## src/source/cae_pkg.sv

```systemverilog
package cae_pkg;

    // Literal and level widths
    localparam int lit_w       = 32;
    localparam int level_w     = 16;

    // Clause slots at the ports and working buffer depth
    localparam int max_lits     = 16;
    localparam int buffer_depth = 32;

    // Count of 32 must fit
    localparam int len_w       = 6;
    localparam int lit_idx_w   = 4;
    localparam int trail_idx_w = 16;
    localparam int clause_id_w = 16;

    // Reason id of a decision variable
    localparam logic [clause_id_w-1:0] no_reason = '1;

    // Controller FSM encodings
    localparam logic [3:0] st_idle   = 4'd0;
    localparam logic [3:0] st_load   = 4'd1;
    localparam logic [3:0] st_count  = 4'd2;
    localparam logic [3:0] st_scan   = 4'd3;
    localparam logic [3:0] st_fetch  = 4'd4;
    localparam logic [3:0] st_length = 4'd5;
    localparam logic [3:0] st_merge  = 4'd6;
    localparam logic [3:0] st_remove = 4'd7;
    localparam logic [3:0] st_final  = 4'd8;
    localparam logic [3:0] st_done   = 4'd9;

    // Variable of a signed literal, i.e. its magnitude
    function automatic logic [lit_w-1:0] lit_var(input logic [lit_w-1:0] lit);
        return lit[lit_w-1] ? -lit : lit;
    endfunction

endpackage

```

## src/source/analysis_controller.sv

```systemverilog
module analysis_controller (
    input  logic                              clk,
    input  logic                              reset,
    input  logic                              start,
    input  logic [cae_pkg::len_w-1:0]         conflict_len,
    input  logic [cae_pkg::trail_idx_w-1:0]   trail_height,
    input  logic [cae_pkg::lit_w-1:0]         trail_read_var,
    input  logic [cae_pkg::clause_id_w-1:0]   trail_read_reason,
    input  logic signed [cae_pkg::lit_w-1:0]  clause_read_literal,
    input  logic [cae_pkg::clause_id_w-1:0]   clause_read_len,
    input  logic [cae_pkg::len_w-1:0]         level_count,
    input  logic                              match_found,
    input  logic [cae_pkg::len_w-1:0]         buf_count,
    output logic                              done,
    output logic                              load,
    output logic                              append_lit,
    output logic                              remove,
    output logic                              finalize,
    output logic [cae_pkg::lit_w-1:0]         match_var,
    output logic [cae_pkg::lit_w-1:0]         resolve_var,
    output logic [cae_pkg::trail_idx_w-1:0]   trail_read_idx,
    output logic [cae_pkg::clause_id_w-1:0]   clause_read_id,
    output logic [cae_pkg::lit_idx_w-1:0]     clause_read_lit_idx,
    output logic [cae_pkg::lit_w-1:0]         level_query_var
);
    import cae_pkg::*;

    logic [3:0]             state;
    logic [trail_idx_w-1:0] scan_ptr;
    // One extra bit so a 16 literal reason can be counted
    logic [lit_idx_w:0]     lit_cnt;
    logic [lit_idx_w:0]     reason_len;
    logic [clause_id_w-1:0] reason_id;
    logic [lit_w-1:0]       clause_var;

    // Strobes decode straight from the state
    assign load     = (state == st_load);
    assign remove   = (state == st_remove);
    assign finalize = (state == st_final);
    assign done     = (state == st_done);

    // Memory addresses
    assign trail_read_idx      = scan_ptr;
    assign clause_read_id      = reason_id;
    assign clause_read_lit_idx = lit_cnt[lit_idx_w-1:0];

    // Trail entry under the pointer is the search key
    assign match_var = trail_read_var;

    // Level lookup for the reason literal being merged
    assign clause_var      = lit_var(clause_read_literal);
    assign level_query_var = clause_var;

    // the resolved variable itself never goes back in
    assign append_lit = (state == st_merge) && (clause_var != resolve_var);

    always_ff @(posedge clk or posedge reset) begin
        if (reset) begin
            state      <= st_idle;
            scan_ptr   <= '0;
            lit_cnt    <= '0;
            reason_len <= '0;
        end else begin
            case (state)
                st_idle: begin
                    if (start) begin
                        // Newest trail entry first
                        scan_ptr <= (trail_height != '0) ? trail_height - 1'b1 : '0;
                        state    <= st_load;
                    end
                end
                st_load: begin
                    // Load still pulses so an empty conflict clears the buffer
                    state <= (conflict_len == '0) ? st_final : st_count;
                end
                st_count: begin
                    // Stop at the UIP or on an empty buffer
                    if (buf_count == '0 || level_count <= 1)
                        state <= st_final;
                    else
                        state <= st_scan;
                end
                st_scan: begin
                    if (match_found)
                        state <= st_fetch;
                    else if (scan_ptr == '0)
                        state <= st_final;
                    else
                        scan_ptr <= scan_ptr - 1'b1;
                end
                st_fetch: begin
                    // Decision variable has nothing to resolve with
                    state <= (trail_read_reason == no_reason) ? st_final : st_length;
                end
                st_length: begin
                    lit_cnt <= '0;
                    // Literal index cannot reach past max_lits
                    if (clause_read_len > max_lits)
                        reason_len <= (lit_idx_w + 1)'(max_lits);
                    else
                        reason_len <= clause_read_len[lit_idx_w:0];
                    state <= (clause_read_len == '0) ? st_remove : st_merge;
                end
                st_merge: begin
                    lit_cnt <= lit_cnt + 1'b1;
                    if (lit_cnt + 1'b1 >= reason_len)
                        state <= st_remove;
                end
                st_remove: begin
                    // Resolved entry is consumed so step past it
                    if (scan_ptr != '0)
                        scan_ptr <= scan_ptr - 1'b1;
                    state <= st_count;
                end
                st_final: state <= st_done;
                st_done: begin
                    if (!start)
                        state <= st_idle;
                end
                default: state <= st_idle;
            endcase
        end
    end

    // Resolution operands
    always_ff @(posedge clk or posedge reset) begin
        if (reset) begin
            resolve_var <= '0;
            reason_id   <= '0;
        end else begin
            if (state == st_scan && match_found)
                resolve_var <= trail_read_var;
            if (state == st_fetch)
                reason_id <= trail_read_reason;
        end
    end

endmodule

```

## config.mk

```make
export PLATFORM = sky130hd
export DESIGN_NAME = analysis_controller
export DESIGN_NICKNAME = d
export VERILOG_FILES = /design/src/source/cae_pkg.sv /design/src/source/analysis_controller.sv
export SDC_FILE = /design/constraint.sdc
export NUM_CORES = 1
export LEC_CHECK = 0
export BUFFER_PORTS_ARGS = -buffer_cell sky130_fd_sc_hd__clkbuf_2
export CAP_MARGIN = 40
export CORE_ASPECT_RATIO = 0.5
export CORE_MARGIN = 3
export CORE_UTILIZATION = 40
export DETAILED_ROUTE_END_ITERATION = 16
export PLACE_DENSITY = 0.79
export SYNTH_ARGS = -nofsm -noshare
export SYNTH_HDL_FRONTEND = slang
export SYNTH_SLANG_ARGS = --single-unit
```

## constraint.sdc

```tcl
create_clock -name clk -period 4.9 [get_ports clk]
set_input_delay 0.98 -clock clk [delete_from_list [all_inputs] [get_ports clk]]
set_output_delay 0.98 -clock clk [all_outputs]
set_load 0.02 [all_outputs]
```

==> impl_metrics.toml, run 1 <==
[status]
outcome = "finished, final reports clean"

[synth]
mux_share_of_post_synthesis_cell_area_pct = 9.06
post_synth_and_or_nand_nor_area_fraction_pct = 22.1
synth.top_cells.by_count = "sky130_fd_sc_hd__dfrtp_1, sky130_fd_sc_hd__nand2_1, sky130_fd_sc_hd__nor2_1"
synth_top_family_by_area = "simple AND/OR/NAND/NOR gates"
yosys-top-cells-area = "sky130_fd_sc_hd__dfrtp_1, sky130_fd_sc_hd__mux2_2, sky130_fd_sc_hd__xnor2_1, sky130_fd_sc_hd__buf_4, sky130_fd_sc_hd__o21ai_0"
synthDominantAreaCellType = "sky130_fd_sc_hd__dfrtp_1"
synth_fp_nets = 867
yosysMostFrequentCell = "sky130_fd_sc_hd__dfrtp_1"
syn-instance-count = 724
postSynthAreaPerCell_sq_um = 8.56
synth_compound_area_share_pct = 15.9
synth-edff-count = 0
synth.cell_area_sq_um = 6200
synth.yosys.seq_area_share_pct = 31.5
synth_fa_ha_area_share_pct = 1.82
synthXorXnorAreaFrac_pct = 11.6
warnings_from_yosys = 0
yosysUniqueCellTypes = 60
async_flop_share_pct = 100
top_cell_type_s_share_of_synthesized_area_pct = 31.5
ys.flop_type = "sky130_fd_sc_hd__dfrtp_1"
synth-seq-cells = 78

[timing]
tightestPinTransition_ps = 753
slew-limit-headroom_pct = 49.4
clock_skew_ps = 7.20
timing.final.crit_period_ps = 4630
rsz0062_at_grt = "no"
finalHoldViolations = 0
max_freq_mhz = 216
final_min_period_over_clock_period_pct = 94.4
setup-violations-final = 0
fin_tns_setup_ps = 0
final_max_slew_viol_count = 0

[global_route]
pin_count_of_the_biggest_net_entering_global_routing = 51
grt_pass1_vias = 6193
grt_antenna_before_repair = 0
global_route_wire_length_before_repair_microns = 30700
gr-usage-all-layers_pct = 21.6
globalRouteOverflowTotal = 0

[routing]
wirelength_met1_microns = 8080
routed_wire_length_per_instance_microns = 17.0
drcViolationCount = 0
via_count = 6336
avgViaCountPerCell = 5.55
totalWireLength_microns = 19400
routed-wl-met2_microns = 9610
met3_wirelength_microns = 1410
top_signal_layer_used = "met4"
drt_iter0_markers = 503
antenna_viol_nets_final = 0
firstDrtPassIters = 5

[setup_path]
critical_path.cell_chain = "clkbuf_2 > or4_4 > or4_4 > o41ai_2 > xnor2_1 > xnor2_1 > o211ai_1 > nor4_1 > a31oi_1 > clkbuf_2"
critical_path.startpoint_type = "input port"
cp.required_ps = 3920
worstReg2RegStart = "trail_read_idx[9]"
r2r_cells = 8
crit_path_top_delay_cell = "sky130_fd_sc_hd__or4_4"
worst-setup-path-type = "input port to primary output"
max_stage_delay_ps = 560
ff_to_ff_setup_slack_ps = 1980
crit_fanout = 4
endpoint_kind = "primary output"
worst_ep_arrival_time_ps = 3650
critical_path.reg2reg.endpoint = "trail_read_idx[9]"
timing.critical_path.from = "clause_read_literal[18]"

[finish]
final_core_utilization_pct = 52.1
drive_gt1_share_pct = 37.8
antenna_diodes = 0
layout.nets = 1081
area_growth_syn_to_layout_pct = 24.6

[min_path]
worstHoldPathType = "flip-flop to flip-flop"
worstHoldStart = "reason_len[1]"
worstHoldPathCells = 1
timing.hold.worst_endpoint = "reason_len[1]"

[floorplan]
die_width_microns = 182
placeableCoreArea_sq_um = 14800
top_level_ports = 271
std_cell_rows = 31
initial_utilization_pct = 41.8
die_footprint_sq_um = 17100
die_h_microns = 94.0

[clock_tree]
cts-htree-levels = 3
clk_path_buf_depth = 2
cts_setup_buffers = 0
cts_tree = "done"
numCtsBuffers = 9
path_clk_slew_ps = 60
ctsRootBufferMaster = "sky130_fd_sc_hd__clkbuf_16"
clock_insertion_delay_worst_skew_ps = 330
cts.sink_count = 78

[place]
post_detailed_placement_half_perimeter_wirelength_microns = 15600
finalWeightedCongestion = 0.964
portBuffers = 269

[power]
cellLeakagePower_nw = 3.53
worst_ir_drop_vdd_mv = 0.313
power_density_over_the_cells_nw_per_um2 = 537

[flow_run]
maxCapViolations = 0
cells in the final DEF (no fill, tap or decap), drive strengths merged, types with 6 or more instances in the layout:
cell type,n
buf,9
nor4,21
nand2b,11
inv,16
clkbuf,278
xor2,18
or4,11
dfrtp,78
o31ai,8
nor2b,7
nor3,30
mux2,49
nand3,18
nand3b,6
o22ai,12
or2,6
o21ai,56
or3,7
nor2,58
a22o,13
xnor2,56
nand2,64
nand4,11
ha,9
a31oi,6
a21oi,22
flip-flops by register name, summed over array words and instances, names as in the netlist:
| signal | flops |
|---|---|
| state | 4 |
| reason_len | 5 |
| clause_read_id | 16 |
| trail_read_idx | 16 |
| resolve_var | 32 |
| lit_cnt | 5 |
metal layers:
metal | vias up | track usage [%]
met2 | 253 | 37.9
li1 | 3023 | -
met4 | 0 | 6.02
met3 | 35 | 3.21
met1 | 3025 | 28.1
met5 | - | 0
how the worst max path moves through the flow:
stage                            end  slack, ps
after global routing      append_lit         30
after floorplan           append_lit        360
after detailed placement  append_lit        170
after CTS                 append_lit        140
final                     append_lit        270
after global placement    append_lit        230
cell families (layout without fill, tap and decap cells):
family | count (synthesis) | after routing
simple gates | 268 | 268
fa+ha+maj | 9 | 9
flops | 78 | 78
compound gates | 152 | 152
mux | 50 | 50
xor+xnor | 77 | 77
buf+inv | 90 | 309
stage by stage:
step           setup slack (ps)  hold WS [ps]  total power [mW]  instance area, sq um  cells
4_1_cts                     141           510              4.16                  7720   1141
2_1_floorplan               355           473              2.76                  6200    724
3_5_place_dp                166           495              3.48                  7420   1125
3_3_place_gp                229           493              3.42                  7420   1125
5_1_grt                    34.6           528              4.44                  7720   1141
6_report                    273           508              4.15                  7720   1141
power breakdown:
group          switching (mW)  internal, mW  total, mW
Combinational            1.27         0.894       2.16
Clock                   0.271         0.396      0.667
Sequential              0.380         0.941       1.32
Total                    1.92          2.23       4.15
final cells by class:
class | count | area (sq um)
sequential | 78 | 1950
timing repair buffer | 278 | 1410
clock inverter | 7 | 70.1
clock buffer | 9 | 225
inverter | 15 | 57.6
fill | 1440 | 7090
multi-input combinational | 556 | 3760
tap | 198 | 248
worst max-delay path: cells and delay by family:
kind            cells  cell delay (ps)
compound gates      3              620
buf+inv             2              290
xor+xnor            2              390
simple gates        3             1360
repair_timing:
| item | CTS | global route |
|---|---|---|
| hold buffers | 0 | 0 |
| hold endpoints to repair | 0 | 0 |
| resized for setup | 0 | 1 |
| endpoints found under the setup margin | 0 | 1 |
(Power assumes the default switching activity.)
==> inputs of run 2 (changes only) <==
HOLD_SLACK_MARGIN = 0.1   (was not set)
REMOVE_ABC_BUFFERS = 1   (was not set)
==> impl_metrics.toml, run 2 (synthesized netlist as in run 1, its figures left out) <==
[status]
outcome = "finished, final reports clean"

[timing]
final_max_slew_viol_count = 0
max_freq_mhz = 216
timing.final.crit_period_ps = 4640
setup-violations-final = 0
slew-limit-headroom_pct = 47.0
clock_skew_ps = 11.0
tightestPinTransition_ps = 793
final_min_period_over_clock_period_pct = 94.6
rsz0062_at_grt = "no"
finalHoldViolations = 0
fin_tns_setup_ps = 0

[power]
power_density_over_the_cells_nw_per_um2 = 541
cellLeakagePower_nw = 3.59
worst_ir_drop_vdd_mv = 0.254
power_mw = 4.23

[finish]
largest_reg_flops = 32
largest-register = "resolve_var"
area_growth_syn_to_layout_pct = 26.1
layout.cells.most_common_list = "sky130_fd_sc_hd__clkbuf_2, sky130_fd_sc_hd__dfrtp_1, sky130_fd_sc_hd__nand2_1"
mostFrequentLayoutCell = "sky130_fd_sc_hd__clkbuf_2"
drive_gt1_share_pct = 38.1
postLayoutCellArea_sq_um = 7820
layout.filler_cells = 1418
antenna_diodes = 0
layout.nets = 1088

[floorplan]
initial_utilization_pct = 41.8
die_h_microns = 94.0
top_level_ports = 271
placeableCoreArea_sq_um = 14800
std_cell_rows = 31
die_footprint_sq_um = 17100
die_width_microns = 182

[global_route]
grt_pass1_vias = 6165
pin_count_of_the_biggest_net_entering_global_routing = 45
grt_antenna_before_repair = 0
global_route_wire_length_before_repair_microns = 31500
gr-usage-all-layers_pct = 22.2
globalRouteOverflowTotal = 0

[clock_tree]
clock_insertion_delay_worst_skew_ps = 340
path_clk_slew_ps = 60
cts_resized = 0
cts_setup_buffers = 0
ctsRootBufferMaster = "sky130_fd_sc_hd__clkbuf_16"
cts-hold-fix-buffers = 0
cts.sink_count = 78
cts-htree-levels = 3
clk_path_buf_depth = 2
cts_tree = "done"
numCtsBuffers = 9

[routing]
drt_iter0_markers = 401
drcViolationCount = 0
totalWireLength_microns = 19500
antenna_viol_nets_final = 0
avgViaCountPerCell = 5.52
firstDrtPassIters = 7
via_count = 6335
routed_wire_length_per_instance_microns = 17.0

[flow_run]
maxCapViolations = 0

[min_path]
worstHoldPathType = "flip-flop to flip-flop"

[place]
dpl-instance-area_sq_um = 7490
finalWeightedCongestion = 0.964
portBuffers = 269
post_detailed_placement_half_perimeter_wirelength_microns = 15500

[setup_path]
worst_ep_arrival_time_ps = 3660
crit_fanout = 5
endpoint_kind = "primary output"
critical_path.startpoint_type = "input port"
cp.required_ps = 3920
worst-setup-path-type = "input port to primary output"
[run 2: changes by cell type in the layout (fill, tap and decap cells not counted), sizes merged]
cell	change
inv	+2
buf	+7
bufinv	+1
clkinv	-2
clkinvlp	-1
[run 2: worst paths after layout]
check                                           to  slack (ps)                   start  cells after the start
worst max-delay path                    append_lit         260  clause_read_literal[6]                     10
worst min-delay path            clause_read_id[12]         510      clause_read_id[12]                      1
worst max register to register  trail_read_idx[12]        1940       trail_read_idx[9]                      7
worst min register to register  clause_read_id[12]         510      clause_read_id[12]                      1
max in group asynchronous          resolve_var[17]        3200                   reset                      3
min in group asynchronous        clause_read_id[9]         750                   reset                      2
[run 2: power by group]
part | switching, mW | internal [mW] | leakage, nW | total [mW]
combinational | 1.27 | 0.896 | 2.47 | 2.17
clock | 0.297 | 0.455 | 0.163 | 0.752
sequential | 0.362 | 0.941 | 0.954 | 1.30
total | 1.93 | 2.29 | 3.59 | 4.23
[run 2: worst max-delay path, cell delays in order]
cell and delay, ps:
sky130_fd_sc_hd__clkbuf_2 130, sky130_fd_sc_hd__or3_1 510, sky130_fd_sc_hd__or4_4 600, sky130_fd_sc_hd__o41ai_2 360, sky130_fd_sc_hd__xnor2_1 210, sky130_fd_sc_hd__xnor2_1 160, sky130_fd_sc_hd__o211ai_1 120, sky130_fd_sc_hd__nor4_1 260
sky130_fd_sc_hd__a31oi_1 140, sky130_fd_sc_hd__clkbuf_2 180
[run 2: cell type report]
class / count / area [sq um] / area share (%)
Multi-Input combinational cell: 556 / 3750 / 48.0
Sequential cell: 78 / 1950 / 25.0
Timing Repair Buffer: 285 / 1480 / 18.9
Tap cell: 198 / 248 / 3.17
Clock buffer: 9 / 225 / 2.88
Clock inverter: 7 / 103 / 1.31
Inverter: 15 / 57.6 / 0.736
[run 2: stage by stage]
step | hold slack [ps] | worst slack, ps | util [%] | std cells
floorplan | 473 | 447 | - | 649
global placement | 489 | 327 | 50.5 | 1132
detailed placement | 495 | 296 | 50.5 | 1132
CTS | 510 | 285 | 52.7 | 1148
global route | 524 | 110 | 52.7 | 1148
finish | 507 | 263 | 52.7 | 1148
[run 2: routing by layer]
metal  global-route usage [%]  vias to the layer above  routed length (microns)
met1                     29.7                     3029                     8360
li1                         -                     3041                        -
met4                     5.13                        0                      250
met3                     3.48                       21                     1180
met2                     38.3                      244                     9710
met5                        0                        -                        0
==> inputs of run 3 (changes only) <==
ABC_AREA = 1   (was not set)
==> impl_metrics.toml, run 3 <==
[finish]
layout.filler_cells = 1500
largest-register = "resolve_var"
antenna_diodes = 0
mostFrequentLayoutCell = "sky130_fd_sc_hd__nand2_1"
storage_element_area_sq_um = 1950
area_taken_by_multi_input_logic_gates_sq_um = 3400
largest_reg_flops = 32
drive_gt1_share_pct = 28.4
layout.cells.most_common_list = "sky130_fd_sc_hd__nand2_1, sky130_fd_sc_hd__clkbuf_2, sky130_fd_sc_hd__nor2_1"
postLayoutCellArea_sq_um = 7680
area_growth_syn_to_layout_pct = 25.3
final-instance-count-excl-fill = 1364
layout.nets = 1304

[power]
power_mw = 4.00
power_density_over_the_cells_nw_per_um2 = 520
worst_ir_drop_vdd_mv = 0.230
cellLeakagePower_nw = 4.28

[place]
finalWeightedCongestion = 0.933
post_detailed_placement_half_perimeter_wirelength_microns = 15700
portBuffers = 269
dpl-instance-area_sq_um = 7380
place_inst = 1348

[setup_path]
critical_path.startpoint_type = "input port"
crit_path_top_delay_cell = "sky130_fd_sc_hd__clkbuf_2"
cp.required_ps = 3920
worst_ep_arrival_time_ps = 3110
crit_fanout = 29
max_stage_delay_ps = 350
endpoint_kind = "primary output"
path_common_cell = "sky130_fd_sc_hd__nor2_1"
critical_path.cell_chain = "clkbuf_2 > nand2_2 > nand2_2 > nor2_4 > nand2_1 > xnor3_1 > nand2_1 > nor2_1 > nand3_1 > nor2_1 > nor2_1 > clkbuf_2"
worst-setup-path-type = "input port to primary output"

[floorplan]
top_level_ports = 271
placeableCoreArea_sq_um = 14700
initial_utilization_pct = 41.6
die_h_microns = 93.6
die_width_microns = 181
die_footprint_sq_um = 16900
std_cell_rows = 31

[global_route]
pin_count_of_the_biggest_net_entering_global_routing = 56
globalRouteOverflowTotal = 0
grt_antenna_before_repair = 0
grt_pass1_vias = 6447
global_route_wire_length_before_repair_microns = 31200
gr-usage-all-layers_pct = 22.1

[clock_tree]
cts_setup_buffers = 0
cts-hold-fix-buffers = 0
path_clk_slew_ps = 70
clk_path_buf_depth = 2
cts.sink_count = 78
cts_tree = "done"
clock_insertion_delay_worst_skew_ps = 340
cts_resized = 0
numCtsBuffers = 9
ctsRootBufferMaster = "sky130_fd_sc_hd__clkbuf_16"
cts-htree-levels = 3

[synth]
warnings_from_yosys = 0
syn-instance-count = 931
synth-seq-cells = 78
synth-edff-count = 0
async_flop_share_pct = 100
postSynthAreaPerCell_sq_um = 6.59
synth.top_cells.by_count = "sky130_fd_sc_hd__nand2_1, sky130_fd_sc_hd__nor2_1, sky130_fd_sc_hd__inv_1"
synthDominantAreaCellType = "sky130_fd_sc_hd__dfrtp_1"
ys.flop_type = "sky130_fd_sc_hd__dfrtp_1"
yosysMostFrequentCell = "sky130_fd_sc_hd__nand2_1"
top_cell_type_s_share_of_synthesized_area_pct = 31.8
yosys-top-cells-area = "sky130_fd_sc_hd__dfrtp_1, sky130_fd_sc_hd__nand2_1, sky130_fd_sc_hd__nor2_1, sky130_fd_sc_hd__inv_1, sky130_fd_sc_hd__nand3_1"
synth.yosys.seq_area_share_pct = 31.8
yosysUniqueCellTypes = 46
synth.cell_area_sq_um = 6130

[timing]
slew-limit-headroom_pct = 52.6
setup-violations-final = 0
timing.final.crit_period_ps = 4090
max_freq_mhz = 244
clock_skew_ps = 9.48
finalHoldViolations = 0
rsz0062_at_grt = "no"
final_max_slew_viol_count = 0
tightestPinTransition_ps = 710
final_min_period_over_clock_period_pct = 83.5
fin_tns_setup_ps = 0

[routing]
firstDrtPassIters = 5
avgViaCountPerCell = 4.97
drt_iter0_markers = 381
routed_wire_length_per_instance_microns = 14.0
drcViolationCount = 0
antenna_viol_nets_final = 0
via_count = 6780
totalWireLength_microns = 19200

[min_path]
worstHoldPathType = "flip-flop to flip-flop"

[status]
outcome = "finished, final reports clean"

[flow_run]
maxCapViolations = 0
run 3: report_power, final:
part	internal (mW)	switching [mW]	total [mW]	leakage (nW)
Sequential	0.956	0.287	1.24	0.908
Combinational	0.725	1.35	2.08	3.23
Clock	0.361	0.316	0.677	0.147
run 3: worst paths after layout:
path / start / end / slack, ps / depth (start not counted)
setup / recovery: clause_read_literal[31] / append_lit / 810 / 12
hold / removal: clause_read_id[9] / clause_read_id[9] / 480 / 2
setup reg to reg: state[3] / state[0] / 2280 / 7
hold reg to reg: clause_read_id[9] / clause_read_id[9] / 480 / 2
max in group asynchronous: reset / resolve_var[15] / 3490 / 3
min in group asynchronous: reset / resolve_var[4] / 640 / 2
run 3: layer usage:
layer | vias to the layer above | GRT usage, % | wire [microns] | part of all wire, %
li1 | 3454 | - | - | -
met1 | 3123 | 29.0 | 8570 | 45
met2 | 174 | 39.1 | 9380 | 49
met3 | 29 | 3.26 | 896 | 4.7
met4 | 0 | 4.88 | 314 | 1.6
met5 | - | 0 | 0 | 0
run 3: cells by family after synthesis:
kind of cell | Yosys count | share of synthesized area (%)
xor gates and xnor gates | 19 | 2.94
and+or+nand+nor | 548 | 38.9
muxes | 10 | 1.84
adders and majority gates | 9 | 1.84
AOI/OAI and AO/OA | 107 | 9.86
DFF | 78 | 31.8
buffers and inverters | 160 | 12.8
run 3: cell type report:
type | count | share of cell area, %
Multi-Input combinational cell | 693 | 44.2
Sequential cell | 78 | 25.4
Timing Repair Buffer | 273 | 18.1
Inverter | 106 | 5.19
Tap cell | 198 | 3.22
Clock buffer | 9 | 2.93
Clock inverter | 7 | 0.993
run 3: critical path: cells and delay by family:
kind | cells | cell delay [ps]
and+or+nand+nor | 9 | 1360
xor gates and xnor gates | 1 | 240
buffers and inverters | 2 | 510
run 3: metrics by stage:
step	hold WS, ps	worst slack, ps	utilization, %
floorplan	457	1150	-
global placement	456	854	50.0
detailed placement	459	807	50.1
CTS	478	804	52.1
global route	488	559	52.1
finish	483	810	52.1
